**src/verilog/rvIsaPkg.sv**
```systemverilog
`default_nettype none

package rvIsaPkg;

    localparam int XLEN        = 32;
    localparam int RegIdxWidth = 5;

    typedef logic [XLEN-1:0]        word_t;
    typedef logic [RegIdxWidth-1:0] regIdx_t;

    // Major opcodes in inst[6:0]
    typedef enum logic [6:0] {
        opLui    = 7'b0110111,
        opAuipc  = 7'b0010111,
        opJal    = 7'b1101111,
        opJalr   = 7'b1100111,
        opBranch = 7'b1100011,
        opLoad   = 7'b0000011,
        opStore  = 7'b0100011,
        opRegImm = 7'b0010011,
        opRegReg = 7'b0110011
    } opcode_e;

    typedef enum logic [5:0] {
        opNop,          // Invalid or unsupported encoding
        opLoadUpper,    // LUI
        opAddUpperPc,   // AUIPC
        opJumpLink,     // JAL
        opJumpLinkReg,  // JALR
        opBeq,
        opBne,
        opBlt,
        opBge,
        opBltu,
        opBgeu,
        opLb,
        opLh,
        opLw,
        opLbu,
        opLhu,
        opSb,
        opSh,
        opSw,
        opAddi,
        opSlti,
        opSltiu,
        opXori,
        opOri,
        opAndi,
        opSlli,
        opSrli,
        opSrai,
        opAdd,
        opSub,
        opSll,
        opSlt,
        opSltu,
        opXor,
        opSrl,
        opSra,
        opOr,
        opAnd
    } instOp_e;

endpackage : rvIsaPkg

`default_nettype wire
```
**src/verilog/pipePkg.sv**
```systemverilog
`default_nettype none

package pipePkg;

    import rvIsaPkg::*;

    // Result coming back from a later stage
    typedef struct packed {
        logic    writeEn;
        regIdx_t rdIdx;
        word_t   data;
        logic    isLoad;    // Only valid on the EX path
    } fwdPath_t;

    typedef struct packed {
        logic    readEn;
        regIdx_t idx;
    } regRead_t;

    // Decode bundle handed to execute
    typedef struct packed {
        logic    valid;
        instOp_e op;
        word_t   pc;
        logic    rdEn;
        regIdx_t rdIdx;
        word_t   rs1Data;
        word_t   rs2Data;
        word_t   imm;
    } decoded_t;

endpackage : pipePkg

`default_nettype wire

```
**src/verilog/decodeStage.sv**
```systemverilog
`default_nettype none

module decodeStage import rvIsaPkg::*, pipePkg::*; (
    input  logic     clk,
    input  logic     arstN,
    input  logic     instReq,
    input  word_t    inst,
    input  word_t    pc,
    output logic     instAck,
    input  fwdPath_t exFwd,
    input  fwdPath_t memFwd,
    input  fwdPath_t wbFwd,
    output decoded_t idEx
);

    typedef enum logic {
        ackIdle,
        ackHigh
    } ackState_e;

    ackState_e ackState;
    instOp_e   op;
    regRead_t  rs1Req;
    regRead_t  rs2Req;
    logic      rdEn;
    regIdx_t   rdIdx;
    word_t     imm;
    word_t     rf1Data;
    word_t     rf2Data;
    word_t     rs1Data;
    word_t     rs2Data;
    logic      stall;
    logic      accept;
    decoded_t  bundle;

    instDecoder uDecoder (
        .inst   (inst),
        .op     (op),
        .rs1Req (rs1Req),
        .rs2Req (rs2Req),
        .rdEn   (rdEn),
        .rdIdx  (rdIdx),
        .imm    (imm)
    );

    regFile uRegFile (
        .clk     (clk),
        .arstN   (arstN),
        .rd1Idx  (rs1Req.idx),
        .rd2Idx  (rs2Req.idx),
        .rd1Data (rf1Data),
        .rd2Data (rf2Data),
        .wb      (wbFwd)
    );

    operandSelect uOperands (
        .rs1Req  (rs1Req),
        .rs2Req  (rs2Req),
        .rf1Data (rf1Data),
        .rf2Data (rf2Data),
        .exFwd   (exFwd),
        .memFwd  (memFwd),
        .rs1Data (rs1Data),
        .rs2Data (rs2Data),
        .stall   (stall)
    );

    assign accept  = (ackState == ackIdle) && instReq && !stall;
    assign instAck = (ackState == ackHigh);

    assign bundle = '{
        valid:   1'b1,
        op:      op,
        pc:      pc,
        rdEn:    rdEn,
        rdIdx:   rdIdx,
        rs1Data: rs1Data,
        rs2Data: rs2Data,
        imm:     imm
    };

    // Four-phase handshake with fetch
    always_ff @(posedge clk or negedge arstN) begin
        if (!arstN) begin
            ackState <= ackIdle;
        end else begin
            case (ackState)
                ackIdle: begin
                    if (accept)
                        ackState <= ackHigh;
                end
                default: begin
                    if (!instReq)
                        ackState <= ackIdle;    // Fetch saw the ack
                end
            endcase
        end
    end

    always_ff @(posedge clk or negedge arstN) begin
        if (!arstN) begin
            idEx <= '0;
        end else if (accept) begin
            idEx <= bundle;
        end else begin
            idEx.valid <= 1'b0;     // Payload holds
        end
    end

    ackNeedsReq: assert property (@(posedge clk) disable iff (!arstN)
        (!instAck && !instReq) |=> !instAck)
        else $error("decodeStage: instAck rose while instReq was low");

    validPulse: assert property (@(posedge clk) disable iff (!arstN)
        idEx.valid |=> !idEx.valid)
        else $error("decodeStage: idEx.valid held longer than one cycle");

endmodule : decodeStage

`default_nettype wire

```
**src/verilog/instDecoder.sv**
```systemverilog
`default_nettype none

module instDecoder import rvIsaPkg::*, pipePkg::*; (
    input  word_t    inst,
    output instOp_e  op,
    output regRead_t rs1Req,
    output regRead_t rs2Req,
    output logic     rdEn,
    output regIdx_t  rdIdx,
    output word_t    imm
);

    opcode_e    opcode;
    logic [2:0] funct3;
    logic       funct7Alt;      // inst[30] for SUB and SRA/SRAI
    logic       funct7Zero;     // Remaining funct7 bits clear
    regIdx_t    rs1Field;
    regIdx_t    rs2Field;
    regIdx_t    rdField;
    word_t      immI;
    word_t      immS;
    word_t      immB;
    word_t      immU;
    word_t      immJ;
    word_t      immShamt;
    logic       useRs1;
    logic       useRs2;
    logic       useRd;

    assign opcode     = opcode_e'(inst[6:0]);
    assign funct3     = inst[14:12];
    assign funct7Alt  = inst[30];
    assign funct7Zero = (inst[31] == 1'b0) && (inst[29:25] == 5'b0);
    assign rs1Field   = inst[19:15];
    assign rs2Field   = inst[24:20];
    assign rdField    = inst[11:7];

    assign immI     = {{20{inst[31]}}, inst[31:20]};
    assign immS     = {{20{inst[31]}}, inst[31:25], inst[11:7]};
    assign immB     = {{20{inst[31]}}, inst[7], inst[30:25], inst[11:8], 1'b0};
    assign immU     = {inst[31:12], 12'b0};
    assign immJ     = {{12{inst[31]}}, inst[19:12], inst[20], inst[30:21], 1'b0};
    assign immShamt = {{(XLEN-RegIdxWidth){1'b0}}, inst[24:20]};

    always_comb begin
        op     = opNop;
        useRs1 = 1'b0;
        useRs2 = 1'b0;
        useRd  = 1'b0;
        imm    = '0;
        case (opcode)
            opLui: begin
                op    = opLoadUpper;
                useRd = 1'b1;
                imm   = immU;
            end
            opAuipc: begin
                op    = opAddUpperPc;
                useRd = 1'b1;
                imm   = immU;
            end
            opJal: begin
                op    = opJumpLink;
                useRd = 1'b1;
                imm   = immJ;
            end
            opJalr: begin
                if (funct3 == 3'b000)
                    op = opJumpLinkReg;
                useRs1 = 1'b1;
                useRd  = 1'b1;
                imm    = immI;
            end
            opBranch: begin
                useRs1 = 1'b1;
                useRs2 = 1'b1;
                imm    = immB;
                case (funct3)
                    3'b000:  op = opBeq;
                    3'b001:  op = opBne;
                    3'b100:  op = opBlt;
                    3'b101:  op = opBge;
                    3'b110:  op = opBltu;
                    3'b111:  op = opBgeu;
                    default: op = opNop;
                endcase
            end
            opLoad: begin
                useRs1 = 1'b1;
                useRd  = 1'b1;
                imm    = immI;
                case (funct3)
                    3'b000:  op = opLb;
                    3'b001:  op = opLh;
                    3'b010:  op = opLw;
                    3'b100:  op = opLbu;
                    3'b101:  op = opLhu;
                    default: op = opNop;
                endcase
            end
            opStore: begin
                useRs1 = 1'b1;
                useRs2 = 1'b1;
                imm    = immS;
                case (funct3)
                    3'b000:  op = opSb;
                    3'b001:  op = opSh;
                    3'b010:  op = opSw;
                    default: op = opNop;
                endcase
            end
            opRegImm: begin
                useRs1 = 1'b1;
                useRd  = 1'b1;
                imm    = immI;
                case (funct3)
                    3'b000: op = opAddi;
                    3'b010: op = opSlti;
                    3'b011: op = opSltiu;
                    3'b100: op = opXori;
                    3'b110: op = opOri;
                    3'b111: op = opAndi;
                    3'b001: begin
                        imm = immShamt;
                        if (funct7Zero && !funct7Alt)
                            op = opSlli;
                    end
                    default: begin      // SRLI/SRAI
                        imm = immShamt;
                        if (funct7Zero)
                            op = funct7Alt ? opSrai : opSrli;
                    end
                endcase
            end
            opRegReg: begin
                useRs1 = 1'b1;
                useRs2 = 1'b1;
                useRd  = 1'b1;
                case (funct3)
                    3'b000:  op = funct7Alt ? opSub : opAdd;
                    3'b001:  op = opSll;
                    3'b010:  op = opSlt;
                    3'b011:  op = opSltu;
                    3'b100:  op = opXor;
                    3'b101:  op = funct7Alt ? opSra : opSrl;
                    3'b110:  op = opOr;
                    default: op = opAnd;
                endcase
                // Only ADD/SUB and SRL/SRA may set inst[30]
                if (!funct7Zero || (funct7Alt && funct3 != 3'b000 && funct3 != 3'b101))
                    op = opNop;
            end
            default: op = opNop;    // FENCE, SYSTEM and unknown
        endcase

        if (op == opNop) begin
            useRs1 = 1'b0;
            useRs2 = 1'b0;
            useRd  = 1'b0;
            imm    = '0;
        end
    end

    assign rs1Req = '{readEn: useRs1, idx: useRs1 ? rs1Field : regIdx_t'(0)};
    assign rs2Req = '{readEn: useRs2, idx: useRs2 ? rs2Field : regIdx_t'(0)};
    assign rdEn   = useRd && (rdField != '0);    // x0 is never written
    assign rdIdx  = useRd ? rdField : '0;

endmodule : instDecoder

`default_nettype wire

```
**src/verilog/operandSelect.sv**
```systemverilog
`default_nettype none

module operandSelect import rvIsaPkg::*, pipePkg::*; (
    input  regRead_t rs1Req,
    input  regRead_t rs2Req,
    input  word_t    rf1Data,
    input  word_t    rf2Data,
    input  fwdPath_t exFwd,
    input  fwdPath_t memFwd,
    output word_t    rs1Data,
    output word_t    rs2Data,
    output logic     stall
);

    typedef struct packed {
        logic  stall;
        word_t data;
    } pick_t;

    pick_t pick1;
    pick_t pick2;

    // EX beats MEM beats the register file; x0 is never forwarded
    function automatic pick_t pickSource(
        regRead_t req,
        word_t    rfData,
        fwdPath_t ex,
        fwdPath_t mem
    );
        pick_t sel;
        logic  exHit;
        logic  memHit;
        exHit  = ex.writeEn && (ex.rdIdx == req.idx) && (req.idx != '0);
        memHit = mem.writeEn && (mem.rdIdx == req.idx) && (req.idx != '0);
        sel    = '0;
        if (req.readEn) begin
            if (exHit && ex.isLoad)
                sel.stall = 1'b1;   // Load data not ready yet
            else if (exHit)
                sel.data = ex.data;
            else if (memHit)
                sel.data = mem.data;
            else
                sel.data = rfData;
        end
        return sel;
    endfunction

    assign pick1 = pickSource(rs1Req, rf1Data, exFwd, memFwd);
    assign pick2 = pickSource(rs2Req, rf2Data, exFwd, memFwd);

    assign rs1Data = pick1.data;
    assign rs2Data = pick2.data;
    assign stall   = pick1.stall | pick2.stall;

endmodule : operandSelect

`default_nettype wire

```
**src/verilog/regFile.sv**
```systemverilog
`default_nettype none

module regFile import rvIsaPkg::*, pipePkg::*; (
    input  logic     clk,
    input  logic     arstN,
    input  regIdx_t  rd1Idx,
    input  regIdx_t  rd2Idx,
    output word_t    rd1Data,
    output word_t    rd2Data,
    input  fwdPath_t wb
);

    localparam int NumRegs = 2 ** RegIdxWidth;

    word_t regs [1:NumRegs-1];  // x0 has no storage
    logic  wbHit;

    assign wbHit = wb.writeEn && (wb.rdIdx != '0);

    always_ff @(posedge clk or negedge arstN) begin
        if (!arstN) begin
            for (int i = 1; i < NumRegs; i++) begin
                regs[i] <= '0;
            end
        end else if (wbHit) begin
            regs[wb.rdIdx] <= wb.data;
        end
    end

    function automatic word_t readPort(regIdx_t idx);
        word_t value;
        if (idx == '0)
            value = '0;
        else if (wbHit && idx == wb.rdIdx)
            value = wb.data;    // Write-through
        else
            value = regs[idx];
        return value;
    endfunction

    always_comb begin
        rd1Data = readPort(rd1Idx);
        rd2Data = readPort(rd2Idx);
    end

    reg0Zero: assert property (@(posedge clk) disable iff (!arstN)
        ((rd1Idx != '0) || (rd1Data == '0)) && ((rd2Idx != '0) || (rd2Data == '0)))
        else $error("regFile: x0 read back nonzero");

endmodule : regFile

`default_nettype wire

```
**config.mk**
```make
export PLATFORM = sky130hd
export DESIGN_NAME = decodeStage
export DESIGN_NICKNAME = d
export VERILOG_FILES = /design/src/verilog/rvIsaPkg.sv /design/src/verilog/pipePkg.sv /design/src/verilog/decodeStage.sv /design/src/verilog/instDecoder.sv /design/src/verilog/operandSelect.sv /design/src/verilog/regFile.sv
export SDC_FILE = /design/constraint.sdc
export NUM_CORES = 2
export LEC_CHECK = 0
export ABC_AREA = 1
export BUFFER_PORTS_ARGS = -buffer_cell sky130_fd_sc_hd__buf_4
export CAP_MARGIN = 20
export CORE_MARGIN = 2
export CORE_UTILIZATION = 68
export CTS_CLUSTER_DIAMETER = 100
export DETAILED_ROUTE_END_ITERATION = 8
export PLACE_DENSITY = 0.91
export SYNTH_ARGS = -nofsm -noshare
export SYNTH_HDL_FRONTEND = slang
export SYNTH_HIERARCHICAL = 1
export SYNTH_SLANG_ARGS = --single-unit
```
**constraint.sdc**
```tcl
create_clock -name clk -period 2.55 [get_ports clk]
set_input_delay 0.255 -clock clk [delete_from_list [all_inputs] [get_ports clk]]
set_output_delay 0.255 -clock clk [all_outputs]
set_load 0.01 [all_outputs]
```
==> run_results.csv, run 1 <==
group,metric,value,unit
outcome,outcome,"aborted with a tool error",
outcome,failing_step,"global routing (5_1_grt)",
outcome,error,"[ERROR GRT-0232] Routing congestion too high. Check the congestion heatmap in the GUI.",
sta,worstEndpointType,"register input",
clocking,htree_levels,3,
synthesis,synth_warnings,6,
placement,gp_congestion,1.04,
grt,grt_max_degree,103,
die,die_w,321,um
synthesis,synth_fp_nets,10600,
die,rows,116,
synthesis,yosysSeqAreaShare,41.6,%
clocking,clk_path_buf_depth,3,
clocking,clockRootBuffer,"clkbuf_16",
synthesis,netlist_instances,10400,
grt,grt_usage,85.5,%
synthesis,ys_ff_latch,1134,
clocking,cts_made_buffers,119,
synthesis,synth_area,68200,sq um
die,ioPinCount,326,
placement,hpwl,181000,um
sta,grt-worst-endpoint,"idEx[103]$_DFFE_PN0P_/D",
placement,io_buffers,323,
die,die_h,321,um
synthesis,synth_area_per_cell,6.53,sq um
clocking,clock-sinks,1134,
die,start_util,68.4,%
placement,pre_cts_ws,-1.46,ns
placement,placed_area,76700,sq um
grt,grt_overflow,787,
synthesis,ys_types,36,
[cell usage after synthesis]
master | number | area share (%)
o31ai_1 | 1 | 0.011
nand3_2 | 5 | 0.073
nor2_4 | 8 | 0.13
inv_2 | 33 | 0.18
a22oi_1 | 4 | 0.044
nor2_8 | 1 | 0.029
a21oi_2 | 1 | 0.013
buf_2 | 125 | 0.92
nor4_4 | 1 | 0.031
clkbuf_1 | 616 | 3.4
nand3_1 | 2103 | 15
o211ai_1 | 3 | 0.033
clkbuf_2 | 1 | 0.0073
nand2_4 | 1 | 0.017
nand2_2 | 5 | 0.046
xnor2_1 | 5 | 0.064
nor2_2 | 15 | 0.14
dfrtp_1 | 1134 | 42
nor2_1 | 288 | 1.6
nand2_1 | 3669 | 20
o21ai_1 | 30 | 0.22
xor2_1 | 3 | 0.039
nor3_2 | 3 | 0.044
inv_4 | 2 | 0.018
nand4_1 | 146 | 1.3
a21oi_1 | 31 | 0.23
o21ai_0 | 973 | 7.1
o22a_1 | 1 | 0.013
inv_1 | 1118 | 6.2
or2_2 | 1 | 0.0092
buf_4 | 14 | 0.15
buf_1 | 76 | 0.42
clkinv_1 | 4 | 0.022
nand3_4 | 2 | 0.051
nor3_1 | 13 | 0.095
buf_6 | 7 | 0.12
[timing repair]
item	CTS
endpoints found under the hold margin	452
endpoints found under the setup margin	142
hold buffers	82
pin swaps	166
gates resized for setup	647
setup buffers	113
gates cloned	73
[per-layer routing]
layer / overflow / GRT usage [%]
met1: 77 / 85.9
met2: 338 / 95.2
met3: 91 / 77.2
met4: 269 / 82.4
met5: 12 / 60.0
[kinds of logic after synthesis]
logic type / count (synthesis) / share of synthesized area (%)
buf+inv: 1996 / 11.4
simple gates: 6261 / 39.2
compound gates: 1044 / 7.70
xor+xnor: 8 / 0.103
flops: 1134 / 41.6
[per-stage QoR]
stage                     utilization (%)  setup TNS [ns]  instances
after floorplan                         -          -42.46      10400
after global placement               76.9         -175.02      11900
after detailed placement             76.9         -184.83      11900
after CTS                            87.5          -30.87      12400
==> inputs of run 2 (changes only) <==
--- a/config.mk
+++ b/config.mk
@@ -9,10 +9,9 @@
 export BUFFER_PORTS_ARGS = -buffer_cell sky130_fd_sc_hd__buf_4
 export CAP_MARGIN = 20
 export CORE_MARGIN = 2
-export CORE_UTILIZATION = 68
-export CTS_CLUSTER_DIAMETER = 100
+export CORE_UTILIZATION = 40
 export DETAILED_ROUTE_END_ITERATION = 8
-export PLACE_DENSITY = 0.91
+export PLACE_DENSITY_LB_ADDON = 0.15
 export SYNTH_ARGS = -nofsm -noshare
 export SYNTH_HDL_FRONTEND = slang
 export SYNTH_HIERARCHICAL = 1
==> run 2 against run 1 <==
  * The flow now finishes, with violations (setup timing)
  * Synthesized cell count did not move
  * Area after synthesis did not move
==> run_results.csv, run 2 <==
group,metric,value,unit
final_layout,drive_above_1_share,17.9,%
sta,layout_worst_path_cycle_share,114,%
grt,antenna_found_initial,15,
placement,hpwl,198000,um
synthesis,synth_area_per_cell,6.53,sq um
placement,pre_cts_ws,-1.70,ns
die,die_h,417,um
final_layout,nNetsFinal,11300,
sta,drv_slew,0,
synthesis,synthTopCellsByArea,"dfrtp_1, nand2_1, nand3_1, o21ai_0, inv_1",
synthesis,ys.flop_type,"dfrtp_1",
route,drt-initial-drc-count,10300,
power,worst_ir_drop_vdd,0.545,mV
grt,grt_pass1_vias,71500,
final_layout,largest_register_ffs,992,
synthesis,netlist_instances,10400,
clocking,cts_made_buffers,140,
clocking,clock-sinks,1134,
worst_hold_path,hold_path.class,"in2reg",
sta,rsz0062_at_grt,"yes",
critical_path,crit_type,"in2reg",
sta,finClkSkew,0.0261,ns
final_layout,area_growth,32.9,%
clocking,clock_latency,0.81,ns
critical_path,arrival,3.65,ns
synthesis,yosysTopAreaCell,"dfrtp_1",
route,ant_nets,0,
clocking,clockRootBuffer,"clkbuf_16",
critical_path,cp-start-kind,"input port",
sta,fmax,344,MHz
grt,grt_max_degree,124,
synthesis,async_flop_share,100,%
synthesis,yosysMostFrequentCell,"nand2_1",
clocking,clk_path_buf_depth,3,
sta,worst_slack,-0.355,ns
clocking,cts_tree,"yes",
sta,maxSlewHeadroom,41.0,%
die,start_util,40.2,%
die,die_area,174000,sq um
clocking,htree_levels,4,
critical_path,crit_path_end_kind,"flop",
synthesis,ys_ff_latch,1134,
synthesis,synth-edff-count,0,
final_layout,largest_register,"uRegFile/regs",
synthesis,synth_warnings,6,
route,routed_via_density,5.77,
final_layout,seqCellArea,28400,sq um
final_layout,fillers,16000,
critical_path,slowest_stage,"nor2_4",
synthesis,synth_fp_nets,10600,
die,rows,151,
power,leakagePower,0.0455,uW
final_layout,final_cell_mix,"nand2_1, nand3_1, dfrtp_1",
placement,io_buffers,323,
synthesis,yosys.area.top_type_share,41.6,%
grt,grt_overflow,0,
grt,grt_usage,35.4,%
flow_run,cap_violations,0,
die,fp.coreArea,169000,sq um
final_layout,layout_commonest_cell,"nand2_1",
outcome,violations,"setup timing",
sta,worst_pin_slew,0.885,ns
critical_path,crit_path_max_fanout,8,
grt,grt_pass1_wl,466000,um
route,vias,77400,
synthesis,ys_types,36,
sta,finalHoldViolCount,0,
placement,gp_congestion,0.958,
die,ioPinCount,326,
route,dr.pass1.iters,7,
synthesis,synth_area,68200,sq um
route,drc_errors,0,
power,p_per_area,598,nW/um^2
final_layout,multi_input_area,34600,sq um
route,totalWireLength,326000,um
clocking,path_clk_slew,0.06,ns
synthesis,synth_common_cells,"nand2_1, nand3_1, dfrtp_1",
sta,setup_viol,142,
sta,holdWs,0.0709,ns
outcome,outcome,"finished with violations",
critical_path,slowest_delay,0.20,ns
route,wl_per_cell,24.3,um
die,die_w,417,um
critical_path,worst-endpoint-required,3.30,ns
synthesis,yosysSeqAreaShare,41.6,%
sta,period_needed,2.91,ns
run 2: cell counts after synthesis:
No cell type changed its count.
run 2: what timing repair did:
action                     in CTS  in global routing
buffers inserted               86                 60
gates cloned                   36                 50
hold buffers                  146                  0
hold endpoints to repair      946                  0
pin swaps                      88                210
gates resized for setup       405                462
setup endpoints to repair     142                142
run 2: worst paths after layout:
check                                   startpoint                  to  slack (ns)  depth (start not counted)
worst min-delay path                     exFwd[12]            idEx[43]        0.07                          7
min in group asynchronous                    arstN            idEx[62]        0.22                          3
worst min register to register             idEx[9]             idEx[9]        0.47                          2
worst max register to register  uRegFile/regs[684]            idEx[76]        0.58                         15
max in group asynchronous                    arstN  uRegFile/regs[560]        1.49                          4
worst max-delay path                       inst[6]            idEx[95]       -0.36                         29
run 2: layout make-up:
type,count,share of cell area (%)
flip-flops and latches,1134,31.3
well taps,2218,3.06
inverters,1157,5.01
clock inverters,40,0.486
diodes,9,0.0248
repair buffers,1331,17.4
multi-input cells,7316,38.1
clock buffers,211,4.59
run 2: through the flow:
| stage | utilization [%] | TNS, ns | area [sq um] | total power [uW] | cells |
|---|---|---|---|---|---|
| floorplan | - | -42.46 | 69200 | 29600 | 10400 |
| global placement | 46.0 | -192.55 | 78000 | 32700 | 12800 |
| CTS | 51.5 | -11.22 | 87300 | 53900 | 13300 |
| global route | 53.5 | -52.81 | 90700 | 57000 | 13400 |
| finish | 53.5 | -37.03 | 90700 | 54200 | 13400 |
| detailed placement | 46.0 | -188.52 | 78000 | 33000 | 12800 |
run 2: kinds of logic (layout without fill, tap and decap cells):
family | Yosys count | count (layout) | synth area share, %
DFF | 1134 | 1134 | 41.6
xor gates and xnor gates | 8 | 8 | 0.103
other | 0 | 9 | 0
AOI/OAI and AO/OA | 1044 | 1044 | 7.70
buffers and inverters | 1996 | 2739 | 11.4
and+or+nand+nor | 6261 | 6264 | 39.2
run 2: report_power, final:
| part | switching [uW] | leakage (uW) | internal, uW |
|---|---|---|---|
| Sequential | 1650 | 0.0144 | 21200 |
| Clock | 8620 | 0.00228 | 11700 |
| Combinational | 6760 | 0.0288 | 4230 |
| Total | 17000 | 0.0455 | 37200 |
run 2: layer usage:
| layer | global-route usage [%] | vias up | part of all wire, % |
|---|---|---|---|
| met5 | 0 | - | 0.029 |
| met4 | 19.0 | 12 | 6.2 |
| met3 | 7.85 | 1063 | 11 |
| met2 | 54.3 | 5034 | 44 |
| met1 | 46.6 | 36800 | 39 |
| li1 | - | 34500 | - |
run 2: worst max-delay path: cells and delay by family:
| kind | cells | cell delay [ns] |
|---|---|---|
| and+or+nand+nor | 15 | 1.66 |
| buffers and inverters | 12 | 1.45 |
| AOI/OAI and AO/OA | 1 | 0.15 |
| xor gates and xnor gates | 1 | 0.09 |
Note: power is estimated with default switching activity, not from simulation.
